[config.mk]
export PLATFORM = sky130hd
export DESIGN_NAME = clint_top
export DESIGN_NICKNAME = d
export VERILOG_FILES = /design/src/clint_pkg.sv /design/src/clint_msip.sv /design/src/clint_mtime.sv /design/src/clint_reg_bus.sv /design/src/clint_rtc_sync.sv /design/src/clint_timecmp.sv /design/src/clint_top.sv
export SDC_FILE = /design/constraint.sdc
export NUM_CORES = 1
export LEC_CHECK = 0
export BUFFER_PORTS_ARGS = -buffer_cell sky130_fd_sc_hd__buf_2
export CAP_MARGIN = 30
export CORE_ASPECT_RATIO = 1.1
export CORE_MARGIN = 2
export CORE_UTILIZATION = 30
export DETAILED_ROUTE_END_ITERATION = 8
export PLACE_DENSITY_LB_ADDON = 0.25
export SYNTH_ARGS = -nofsm -noshare
export SYNTH_HDL_FRONTEND = slang
export SYNTH_SLANG_ARGS = --single-unit
[constraint.sdc]
create_clock -name clk_i -period 5.9 [get_ports clk_i]
set_clock_uncertainty 0.1 [all_clocks]
set_input_delay 0.295 -clock clk_i [delete_from_list [all_inputs] [get_ports clk_i]]
set_output_delay 0.295 -clock clk_i [all_outputs]
set_load 0.005 [all_outputs]
[src/clint_pkg.sv]
// Core-local interrupt controller shared sizes, register map and types
package clint_pkg;

    // ----------------------------------------
    // Sizes
    // ----------------------------------------

    localparam int unsigned NUM_HARTS   = 4;
    localparam int unsigned HART_IDX_W  = 2;
    localparam int unsigned ADDR_W      = 16;
    localparam int unsigned DATA_W      = 32;
    localparam int unsigned TIME_W      = 64;

    // Depth of the rtc input synchronizer
    localparam int unsigned SYNC_STAGES = 2;

    // ----------------------------------------
    // Types
    // ----------------------------------------

    typedef logic [TIME_W-1:0]     time_t;
    typedef logic [NUM_HARTS-1:0]  hart_mask_t;
    typedef logic [HART_IDX_W-1:0] hart_idx_t;
    typedef logic [DATA_W-1:0]     bus_data_t;
    typedef logic [ADDR_W-1:0]     bus_addr_t;

    // ----------------------------------------
    // Register map, byte offsets
    // ----------------------------------------

    // One msip word per hart, stride 4
    localparam bus_addr_t MSIP_BASE      = 16'h0000;

    // Set msip of harts first..last, first in bits 15..8 and last in bits 7..0
    localparam bus_addr_t MSIP_BCAST_OFS = 16'h0800;

    // Clear msip of the hart in bits 7..0
    localparam bus_addr_t MSIP_CLR_OFS   = 16'h0804;

    // Compare pairs at stride 8, low word first
    localparam bus_addr_t MTIMECMP_BASE  = 16'h4000;

    localparam bus_addr_t MTIME_LO_OFS   = 16'hBFF8;
    localparam bus_addr_t MTIME_HI_OFS   = 16'hBFFC;

endpackage

[src/clint_msip.sv]
// Per-hart software interrupt bits with direct write, broadcast set and single clear
module clint_msip (
    input  logic                  clk_i,
    input  logic                  reset_i,
    input  clint_pkg::bus_data_t  wdata_i,
    input  clint_pkg::hart_idx_t  hart_i,
    input  logic                  msip_we_i,
    input  logic                  bcast_we_i,
    input  logic                  clr_we_i,
    output clint_pkg::hart_mask_t ipi_o
);

    clint_pkg::hart_mask_t msip_q;
    clint_pkg::hart_mask_t bcast_mask;
    clint_pkg::hart_mask_t clr_mask;
    logic [7:0]            first_hart;
    logic [7:0]            last_hart;
    logic [7:0]            clr_hart;

    // Fields of the broadcast and clear words
    assign last_hart  = wdata_i[7:0];
    assign first_hart = wdata_i[15:8];
    assign clr_hart   = wdata_i[7:0];

    // ----------------------------------------
    // Hart masks
    // ----------------------------------------

    // first > last gives an empty mask, an index past the last hart matches nothing
    always_comb begin
        for (int unsigned i = 0; i < clint_pkg::NUM_HARTS; i++) begin
            bcast_mask[i] = (first_hart <= 8'(i)) && (8'(i) <= last_hart);
            clr_mask[i]   = (clr_hart == 8'(i));
        end
    end

    // ----------------------------------------
    // Pending bits
    // ----------------------------------------

    always_ff @(posedge clk_i) begin
        if (reset_i) begin
            msip_q <= '0;
        end else if (msip_we_i) begin
            msip_q[hart_i] <= wdata_i[0];
        end else if (bcast_we_i) begin
            msip_q <= msip_q | bcast_mask;
        end else if (clr_we_i) begin
            msip_q <= msip_q & ~clr_mask;
        end
    end

    assign ipi_o = msip_q;

endmodule

[src/clint_mtime.sv]
// Machine timer, counts rtc ticks and accepts bus writes of either half
module clint_mtime (
    input  logic                 clk_i,
    input  logic                 reset_i,
    input  logic                 rtc_tick_i,
    input  clint_pkg::bus_data_t wdata_i,
    input  logic                 lo_we_i,
    input  logic                 hi_we_i,
    output clint_pkg::time_t     mtime_o
);

    clint_pkg::time_t mtime_q;
    clint_pkg::time_t mtime_inc;

    assign mtime_inc = mtime_q + clint_pkg::time_t'(1);

    // ----------------------------------------
    // Counter
    // ----------------------------------------

    // Bus writes win over a tick in the same cycle
    always_ff @(posedge clk_i) begin
        if (reset_i) begin
            mtime_q <= '0;
        end else if (lo_we_i) begin
            mtime_q[0 +: clint_pkg::DATA_W] <= wdata_i;
        end else if (hi_we_i) begin
            mtime_q[clint_pkg::DATA_W +: clint_pkg::DATA_W] <= wdata_i;
        end else if (rtc_tick_i) begin
            mtime_q <= mtime_inc;
        end
    end

    assign mtime_o = mtime_q;

endmodule

[src/clint_reg_bus.sv]
// Register bus front end: handshake, address decode, read mux and response register
module clint_reg_bus (
    input  logic                                          clk_i,
    input  logic                                          reset_i,

    // Request channel
    input  logic                                          req_valid_i,
    output logic                                          req_ready_o,
    input  clint_pkg::bus_addr_t                          req_addr_i,
    input  logic                                          req_write_i,
    input  clint_pkg::bus_data_t                          req_wdata_i,

    // Response channel
    output logic                                          rsp_valid_o,
    input  logic                                          rsp_ready_i,
    output clint_pkg::bus_data_t                          rsp_rdata_o,
    output logic                                          rsp_error_o,

    // Register values for reads
    input  clint_pkg::time_t                              mtime_i,
    input  clint_pkg::time_t [clint_pkg::NUM_HARTS-1:0]   mtimecmp_i,
    input  clint_pkg::hart_mask_t                         msip_i,

    // Write side towards the register blocks
    output clint_pkg::bus_data_t                          wdata_o,
    output clint_pkg::hart_idx_t                          hart_o,
    output logic                                          mtime_lo_we_o,
    output logic                                          mtime_hi_we_o,
    output logic                                          cmp_lo_we_o,
    output logic                                          cmp_hi_we_o,
    output logic                                          msip_we_o,
    output logic                                          bcast_we_o,
    output logic                                          clr_we_o
);

    logic                 accept;
    logic                 wr;
    clint_pkg::bus_addr_t msip_ofs;
    clint_pkg::bus_addr_t cmp_ofs;
    clint_pkg::hart_idx_t msip_idx;
    clint_pkg::hart_idx_t cmp_idx;
    logic                 msip_hit;
    logic                 bcast_hit;
    logic                 clr_hit;
    logic                 cmp_hit;
    logic                 mtime_lo_hit;
    logic                 mtime_hi_hit;
    logic                 error;
    clint_pkg::bus_data_t rdata;

    logic                 rsp_valid_q;
    logic                 rsp_error_q;
    clint_pkg::bus_data_t rsp_rdata_q;

    // ----------------------------------------
    // Address decode
    // ----------------------------------------

    assign msip_ofs = req_addr_i - clint_pkg::MSIP_BASE;
    assign cmp_ofs  = req_addr_i - clint_pkg::MTIMECMP_BASE;
    assign msip_idx = msip_ofs[2 +: clint_pkg::HART_IDX_W];
    assign cmp_idx  = cmp_ofs[3 +: clint_pkg::HART_IDX_W];

    assign msip_hit = (msip_ofs < clint_pkg::bus_addr_t'(4 * clint_pkg::NUM_HARTS))
                   && (msip_ofs[1:0] == 2'b00);
    assign cmp_hit  = (cmp_ofs < clint_pkg::bus_addr_t'(8 * clint_pkg::NUM_HARTS))
                   && (cmp_ofs[1:0] == 2'b00);

    assign bcast_hit    = (req_addr_i == clint_pkg::MSIP_BCAST_OFS);
    assign clr_hit      = (req_addr_i == clint_pkg::MSIP_CLR_OFS);
    assign mtime_lo_hit = (req_addr_i == clint_pkg::MTIME_LO_OFS);
    assign mtime_hi_hit = (req_addr_i == clint_pkg::MTIME_HI_OFS);

    assign error = !(msip_hit || cmp_hit || bcast_hit || clr_hit
                     || mtime_lo_hit || mtime_hi_hit);

    // ----------------------------------------
    // Write strobes
    // ----------------------------------------

    assign req_ready_o = ~rsp_valid_q;
    assign accept      = req_valid_i & req_ready_o;
    assign wr          = accept & req_write_i;

    assign wdata_o = req_wdata_i;
    assign hart_o  = cmp_hit ? cmp_idx : msip_idx;

    assign msip_we_o     = wr & msip_hit;
    assign bcast_we_o    = wr & bcast_hit;
    assign clr_we_o      = wr & clr_hit;
    assign cmp_lo_we_o   = wr & cmp_hit & ~cmp_ofs[2];
    assign cmp_hi_we_o   = wr & cmp_hit & cmp_ofs[2];
    assign mtime_lo_we_o = wr & mtime_lo_hit;
    assign mtime_hi_we_o = wr & mtime_hi_hit;

    // ----------------------------------------
    // Read mux and response
    // ----------------------------------------

    // Broadcast, clear and unmapped addresses read as zero
    always_comb begin
        rdata = '0;
        if (msip_hit) begin
            rdata[0] = msip_i[msip_idx];
        end else if (cmp_hit) begin
            rdata = cmp_ofs[2] ? mtimecmp_i[cmp_idx][clint_pkg::DATA_W +: clint_pkg::DATA_W]
                               : mtimecmp_i[cmp_idx][0 +: clint_pkg::DATA_W];
        end else if (mtime_lo_hit) begin
            rdata = mtime_i[0 +: clint_pkg::DATA_W];
        end else if (mtime_hi_hit) begin
            rdata = mtime_i[clint_pkg::DATA_W +: clint_pkg::DATA_W];
        end
    end

    always_ff @(posedge clk_i) begin
        if (reset_i) begin
            rsp_valid_q <= 1'b0;
        end else if (accept) begin
            rsp_valid_q <= 1'b1;
        end else if (rsp_ready_i) begin
            rsp_valid_q <= 1'b0;
        end
    end

    // Sampled once per request, held through back-pressure
    always_ff @(posedge clk_i) begin
        if (accept) begin
            rsp_rdata_q <= rdata;
            rsp_error_q <= error;
        end
    end

    assign rsp_valid_o = rsp_valid_q;
    assign rsp_rdata_o = rsp_rdata_q;
    assign rsp_error_o = rsp_error_q;

    // At most one register block is written per request
    strobe_onehot_a : assert property (
        @(posedge clk_i) disable iff (reset_i)
        $onehot0({msip_we_o, bcast_we_o, clr_we_o, cmp_lo_we_o, cmp_hi_we_o,
                  mtime_lo_we_o, mtime_hi_we_o})
    );

    rsp_stable_a : assert property (
        @(posedge clk_i) disable iff (reset_i)
        rsp_valid_o && !rsp_ready_i |=>
            rsp_valid_o && $stable(rsp_rdata_o) && $stable(rsp_error_o)
    );

endmodule

[src/clint_rtc_sync.sv]
// Real-time clock input synchronizer with a rising-edge tick output
module clint_rtc_sync (
    input  logic clk_i,
    input  logic reset_i,
    input  logic rtc_i,
    output logic rtc_tick_o
);

    logic [clint_pkg::SYNC_STAGES-1:0] sync_q;
    logic                              delay_q;

    // Shift chain, rtc_i enters at bit 0
    always_ff @(posedge clk_i) begin
        if (reset_i) begin
            sync_q  <= '0;
            delay_q <= 1'b0;
        end else begin
            sync_q  <= {sync_q[clint_pkg::SYNC_STAGES-2:0], rtc_i};
            delay_q <= sync_q[clint_pkg::SYNC_STAGES-1];
        end
    end

    // High for one cycle when the synchronized level goes 0 -> 1
    assign rtc_tick_o = sync_q[clint_pkg::SYNC_STAGES-1] & ~delay_q;

    // rtc_i holds each level for 3 or more cycles, so ticks are 6 or more apart
    tick_single_cycle_a : assert property (
        @(posedge clk_i) disable iff (reset_i)
        rtc_tick_o |=> !rtc_tick_o [*5]
    );

endmodule

[src/clint_timecmp.sv]
// Per-hart timer compare registers and timer interrupt generation
module clint_timecmp (
    input  logic                                          clk_i,
    input  logic                                          reset_i,
    input  clint_pkg::bus_data_t                          wdata_i,
    input  clint_pkg::hart_idx_t                          hart_i,
    input  logic                                          lo_we_i,
    input  logic                                          hi_we_i,
    input  clint_pkg::time_t                              mtime_i,
    output clint_pkg::time_t [clint_pkg::NUM_HARTS-1:0]   mtimecmp_o,
    output clint_pkg::hart_mask_t                         timer_irq_o
);

    clint_pkg::time_t [clint_pkg::NUM_HARTS-1:0] cmp_q;

    // ----------------------------------------
    // Compare registers
    // ----------------------------------------

    // All ones keeps every timer interrupt low out of reset
    always_ff @(posedge clk_i) begin
        if (reset_i) begin
            cmp_q <= '1;
        end else begin
            if (lo_we_i) begin
                cmp_q[hart_i][0 +: clint_pkg::DATA_W] <= wdata_i;
            end
            if (hi_we_i) begin
                cmp_q[hart_i][clint_pkg::DATA_W +: clint_pkg::DATA_W] <= wdata_i;
            end
        end
    end

    assign mtimecmp_o = cmp_q;

    // ----------------------------------------
    // Interrupts
    // ----------------------------------------

    // Level interrupt, stays up until the compare value moves past mtime
    always_comb begin
        for (int unsigned i = 0; i < clint_pkg::NUM_HARTS; i++) begin
            timer_irq_o[i] = (mtime_i >= cmp_q[i]);
        end
    end

endmodule

[src/clint_top.sv]
// Core-local interrupt controller top level with timer, compare and software interrupt banks
module clint_top (
    input  logic                  clk_i,
    input  logic                  reset_i,

    // Register bus
    input  logic                  req_valid_i,
    output logic                  req_ready_o,
    input  clint_pkg::bus_addr_t  req_addr_i,
    input  logic                  req_write_i,
    input  clint_pkg::bus_data_t  req_wdata_i,
    output logic                  rsp_valid_o,
    input  logic                  rsp_ready_i,
    output clint_pkg::bus_data_t  rsp_rdata_o,
    output logic                  rsp_error_o,

    // Slow real-time clock, asynchronous to clk_i
    input  logic                  rtc_i,

    output clint_pkg::hart_mask_t timer_irq_o,
    output clint_pkg::hart_mask_t ipi_o
);

    logic                                        rtc_tick;
    clint_pkg::time_t                            mtime;
    clint_pkg::time_t [clint_pkg::NUM_HARTS-1:0] mtimecmp;
    clint_pkg::bus_data_t                        wdata;
    clint_pkg::hart_idx_t                        hart;
    logic                                        mtime_lo_we;
    logic                                        mtime_hi_we;
    logic                                        cmp_lo_we;
    logic                                        cmp_hi_we;
    logic                                        msip_we;
    logic                                        bcast_we;
    logic                                        clr_we;

    clint_rtc_sync clint_rtc_sync_inst (
        .clk_i      (clk_i),
        .reset_i    (reset_i),
        .rtc_i      (rtc_i),
        .rtc_tick_o (rtc_tick)
    );

    clint_reg_bus clint_reg_bus_inst (
        .clk_i         (clk_i),
        .reset_i       (reset_i),
        .req_valid_i   (req_valid_i),
        .req_ready_o   (req_ready_o),
        .req_addr_i    (req_addr_i),
        .req_write_i   (req_write_i),
        .req_wdata_i   (req_wdata_i),
        .rsp_valid_o   (rsp_valid_o),
        .rsp_ready_i   (rsp_ready_i),
        .rsp_rdata_o   (rsp_rdata_o),
        .rsp_error_o   (rsp_error_o),
        .mtime_i       (mtime),
        .mtimecmp_i    (mtimecmp),
        .msip_i        (ipi_o),
        .wdata_o       (wdata),
        .hart_o        (hart),
        .mtime_lo_we_o (mtime_lo_we),
        .mtime_hi_we_o (mtime_hi_we),
        .cmp_lo_we_o   (cmp_lo_we),
        .cmp_hi_we_o   (cmp_hi_we),
        .msip_we_o     (msip_we),
        .bcast_we_o    (bcast_we),
        .clr_we_o      (clr_we)
    );

    clint_mtime clint_mtime_inst (
        .clk_i      (clk_i),
        .reset_i    (reset_i),
        .rtc_tick_i (rtc_tick),
        .wdata_i    (wdata),
        .lo_we_i    (mtime_lo_we),
        .hi_we_i    (mtime_hi_we),
        .mtime_o    (mtime)
    );

    clint_timecmp clint_timecmp_inst (
        .clk_i       (clk_i),
        .reset_i     (reset_i),
        .wdata_i     (wdata),
        .hart_i      (hart),
        .lo_we_i     (cmp_lo_we),
        .hi_we_i     (cmp_hi_we),
        .mtime_i     (mtime),
        .mtimecmp_o  (mtimecmp),
        .timer_irq_o (timer_irq_o)
    );

    clint_msip clint_msip_inst (
        .clk_i      (clk_i),
        .reset_i    (reset_i),
        .wdata_i    (wdata),
        .hart_i     (hart),
        .msip_we_i  (msip_we),
        .bcast_we_i (bcast_we),
        .clr_we_i   (clr_we),
        .ipi_o      (ipi_o)
    );

endmodule
==> insert_results.sql <==
INSERT INTO impl_metrics (metric_group, metric, value, unit) VALUES
('timing', 'max_freq', '0.210', 'GHz'),
('grt', 'gr-usage-all-layers', '21.5', '%'),
('timing', 'tns', '0', 'ns'),
('drt', 'iteration_0_drc_markers', '1765', ''),
('drt', 'firstDrtPassIters', '5', ''),
('critical_path', 'cp.arrival', '4.36', 'ns'),
('grt', 'antenna_violations_before_repair', '5', ''),
('cts', 'tritoncts_clock_tree', 'built', ''),
('cts', 'clk_root_buffer_cell', 'clkbuf_16', ''),
('critical_path', 'setup.worst_path.start_class', 'flop', ''),
('floorplan', 'start_util', '30.4', '%'),
('timing', 'finalMaxSlewViolations', '0', ''),
('outcome', 'outcome', 'finished, final reports clean', ''),
('floorplan', 'num_rows', '105', ''),
('pwr', 'ir_drop', '0.000184', 'V'),
('synth', 'synth_area', '0.0227', 'sq mm'),
('drt', 'avgViaCountPerCell', '5.63', ''),
('critical_path', 'crit_path_frequent_cell', 'o21ai_0', ''),
('final_layout', 'layout.nets', '2912', ''),
('critical_path', 'cells_traversed_along_the_worst_timing_path', 'inv_1, ha_1, nand2b_1, a2111o_1, a221oi_1, o21ai_0, a211oi_1, o21ai_0, a31o_2, buf_2', ''),
('floorplan', 'core', '0.0748', 'sq mm'),
('place', 'dpl_cell_area', '0.0240', 'sq mm'),
('drt', 'vias', '20300', ''),
('synth', 'yosys_register_bits', '361', ''),
('critical_path', 'critPathBufInv', '2', ''),
('critical_path', 'standard_cell_with_the_maximum_stage_delay_on_the_critical_path', 'a221oi_1', ''),
('cts', 'clock_pin_slew_worst_setup_and_hold_paths', '0.06', 'ns'),
('timing', 'setup_viol', '0', ''),
('pwr', 'power_per_cell_area', '213', 'mW/mm^2'),
('synth', 'async_flop_share', '0', '%'),
('drt', 'drt-wirelength-per-cell', '23.6', 'um'),
('final_layout', 'final_design_area_excluding_fillers', '0.0255', 'sq mm'),
('drt', 'post-route-drc-count', '0', ''),
('worst_hold_path', 'worst_hold_path_type', 'in -> reg', ''),
('timing', 'timing.final.crit_period', '4.75', 'ns'),
('grt', 'first_pass_grt_wire_length', '128000', 'um'),
('timing', 'hold_viol', '0', ''),
('final_layout', 'flow.area_growth_from_synthesis', '12.1', '%'),
('pwr', 'leakagePower', '12.0', 'nW'),
('timing', 'worstMarginPinSlew', '1.06', 'ns'),
('synth', 'postSynth.topFlopCell', 'dfxtp_1', ''),
('cts', 'cts-buffers-inserted', '44', ''),
('cts', 'cts_max_path_buffers', '3', ''),
('critical_path', 'worstPathRequired', '5.51', 'ns'),
('timing', 'rsz0062_at_grt', 'false', ''),
('place', 'place.detailed.hpwl', '60800', 'um'),
('grt', 'grt_start_max_net_pins', '114', ''),
('cts', 'tritoncts_sinks', '361', ''),
('synth', 'synthesis.area_per_instance', '8.78', 'sq um'),
('cts', 'postCtsResizedCells', '0', ''),
('floorplan', 'die_width', '266', 'um'),
('timing', 'timing.max_slew.rel_slack', '29.5', '%'),
('critical_path', 'cp_max_fo', '7', ''),
('floorplan', 'die-area', '0.0780', 'sq mm'),
('critical_path', 'cp-end-kind', 'output port', ''),
('floorplan', 'top_level_ports', '97', ''),
('job', 'max-cap-violations', '0', ''),
('synth', 'postSynthNetCount', '2899', ''),
('place', 'buffer_ports.inserted', '96', ''),
('critical_path', 'critical_path.max_stage_delay', '0.70', 'ns'),
('grt', 'grt_pass1_vias', '19900', ''),
('synth', 'yosysSeqAreaShare', '33.2', '%'),
('critical_path', 'critical_path_class', 'reg -> out', ''),
('final_layout', 'drive_gt1_share', '11.4', '%'),
('synth', 'synthesis.instances', '2588', ''),
('timing', 'layout_worst_path_cycle_share', '80.5', '%'),
('cts', 'cts_max_level', '2', ''),
('synth', 'synth_edf_count', '33', ''),
('synth', 'distinct_cells_synth', '79', ''),
('cts', 'clk-insertion-delay-late', '0.60', 'ns'),
('floorplan', 'die_span_in_y', '293', 'um'),
('place', 'gp_congestion', '0.923', ''),
('drt', 'total_length_of_routed_wires', '85100', 'um'),
('grt', 'globalRouteOverflowTotal', '0', ''),
('critical_path', 'timing.critical_path.max_delay_family', 'compound AO/OA/AOI/OAI gates', ''),
('drt', 'ant_nets', '0', ''),
('synth', 'yosysWarningCount', '0', '');
## flip-flops by register name (all words and copies together) (netlist names)
| signal | flops |
|---|---|
| clint_msip_inst.ipi_o | 4 |
| clint_rtc_sync_inst.sync_q | 2 |
| clint_timecmp_inst.mtimecmp_o | 256 |
| clint_reg_bus_inst.rsp_rdata_o | 32 |
| clint_mtime_inst.mtime_o | 64 |
| clint_reg_bus_inst.rsp_valid_o | 1 |
| clint_reg_bus_inst.rsp_error_o | 1 |
| clint_rtc_sync_inst.delay_q | 1 |
## worst min-delay path, stage by stage
cell and delay [ns]:
buf_2 0.19, nand2_1 0.09, o211ai_1 0.08
## metal layers
layer / global-route usage [%] / up-vias / wire length [um]
met4: 8.82 / 4 / 3470
met1: 27.2 / 9909 / 35500
met5: 0 / - / 28
li1: - / 9490 / -
met2: 37.0 / 690 / 41300
met3: 2.32 / 184 / 4720
## cells in the final DEF (no fill, tap or decap), types with 8 or more instances in the layout
| master | instances |
|---|---|
| nand2_1 | 342 |
| nand2b_1 | 10 |
| a21o_1 | 28 |
| inv_1 | 269 |
| mux2i_1 | 35 |
| clkbuf_1 | 11 |
| nand3_1 | 52 |
| nor2_1 | 102 |
| o21ai_0 | 104 |
| a221oi_1 | 10 |
| buf_2 | 95 |
| buf_4 | 33 |
| a211oi_1 | 49 |
| a22oi_1 | 42 |
| nor4_1 | 14 |
| and3_1 | 16 |
| clkbuf_16 | 45 |
| mux4_2 | 65 |
| o211ai_1 | 267 |
| and2_1 | 8 |
| and4_1 | 10 |
| a21oi_1 | 108 |
| nor2b_1 | 14 |
| dfxtp_1 | 328 |
| xor2_1 | 15 |
| xnor2_1 | 16 |
| nand4_1 | 66 |
| clkinv_2 | 11 |
| edfxtp_1 | 33 |
| ha_1 | 257 |
| a31oi_1 | 15 |
| nor3_1 | 30 |
## kinds of logic (layout without fill, tap and decap cells)
| kind of cell | Yosys count | after routing | share of synthesized area, % |
|---|---|---|---|
| muxes | 104 | 104 | 8.18 |
| AOI/OAI and AO/OA | 675 | 675 | 20.2 |
| adders and majority gates | 257 | 257 | 14.1 |
| and+or+nand+nor | 717 | 717 | 15.4 |
| buffers and inverters | 443 | 490 | 7.68 |
| xor gates and xnor gates | 31 | 31 | 1.19 |
| DFF | 361 | 361 | 33.2 |
| other | 0 | 1 | 0 |
## path summary, 6_finish.rpt
check                                                    start                                  to  slack (ns)  cells after the start
worst max-delay path               clint_mtime_inst.mtime_o[0]                      timer_irq_o[0]        1.15                     10
worst min-delay path                           req_wdata_i[17]  clint_timecmp_inst.mtimecmp_o[177]        0.02                      3
worst max register to register  clint_reg_bus_inst.rsp_valid_o  clint_timecmp_inst.mtimecmp_o[222]        2.37                      7
worst min register to register   clint_rtc_sync_inst.sync_q[0]       clint_rtc_sync_inst.sync_q[1]        0.36                      1
## Yosys cell counts, types with 4 or more instances
master	instances	share of area (%)
nand2_1	342	5.6
dfxtp_1	328	29
inv_1	270	4.5
o211ai_1	267	8.8
ha_1	257	14
clkbuf_1	120	2.0
a21oi_1	108	2.4
o21ai_0	105	2.3
nor2_1	104	1.7
nand4_1	66	1.8
mux4_2	65	6.4
nand3_1	53	1.2
a211oi_1	49	1.6
buf_2	43	0.95
a22oi_1	42	1.4
mux2i_1	35	1.5
edfxtp_1	33	4.4
nor3_1	30	0.66
a21o_1	28	0.92
and3_1	16	0.44
xnor2_1	16	0.62
a31oi_1	15	0.41
nor2b_1	15	0.41
xor2_1	15	0.58
nor4_1	14	0.39
a221oi_1	10	0.39
and4_1	10	0.39
nand2b_1	10	0.28
and2_1	9	0.25
o21a_1	7	0.23
or4_1	7	0.23
a2111oi_0	6	0.23
buf_1	6	0.099
nor3b_1	6	0.20
a22o_1	5	0.19
nor4_4	5	0.47
buf_6	4	0.20
mux2_2	4	0.20
nor2_2	4	0.11
o31ai_1	4	0.13
or3_1	4	0.11
## where the power goes
group          switching (W)  internal [W]  total, W
combinational       0.000198     0.0000761  0.000274
clock                0.00115       0.00151   0.00266
sequential         0.0000163       0.00249   0.00250
total                0.00137       0.00407   0.00543
## layout make-up
class | count | area, sq um
Clock inverter | 19 | 124
Antenna cell | 1 | 2.50
Fill cell | 7612 | 49300
Sequential cell | 361 | 7560
Tap cell | 963 | 1200
Timing Repair Buffer | 140 | 876
Inverter | 270 | 1020
Multi-Input combinational cell | 1784 | 13500
Clock buffer | 61 | 1240
## per-stage QoR
step	total power, W	hold WS [ns]	util, %	instances	setup slack (ns)
4_1_cts	0.00547	0.0000389	34.1	3597	1.24
5_1_grt	0.00559	0.0177	34.1	3599	1.14
2_1_floorplan	0.00270	0.314	-	2588	2.63
6_report	0.00543	0.0218	34.1	3599	1.15
3_5_place_dp	0.00283	0.349	32.1	3510	1.88
3_3_place_gp	0.00283	0.358	32.1	3506	1.80
## repair_timing
item	in CTS	in global routing
hold buffers	7	0
setup endpoints to repair	0	0
endpoints found under the hold margin	24	0
buffers inserted	0	0
No activity file was read; power rests on OpenSTA's default activity.
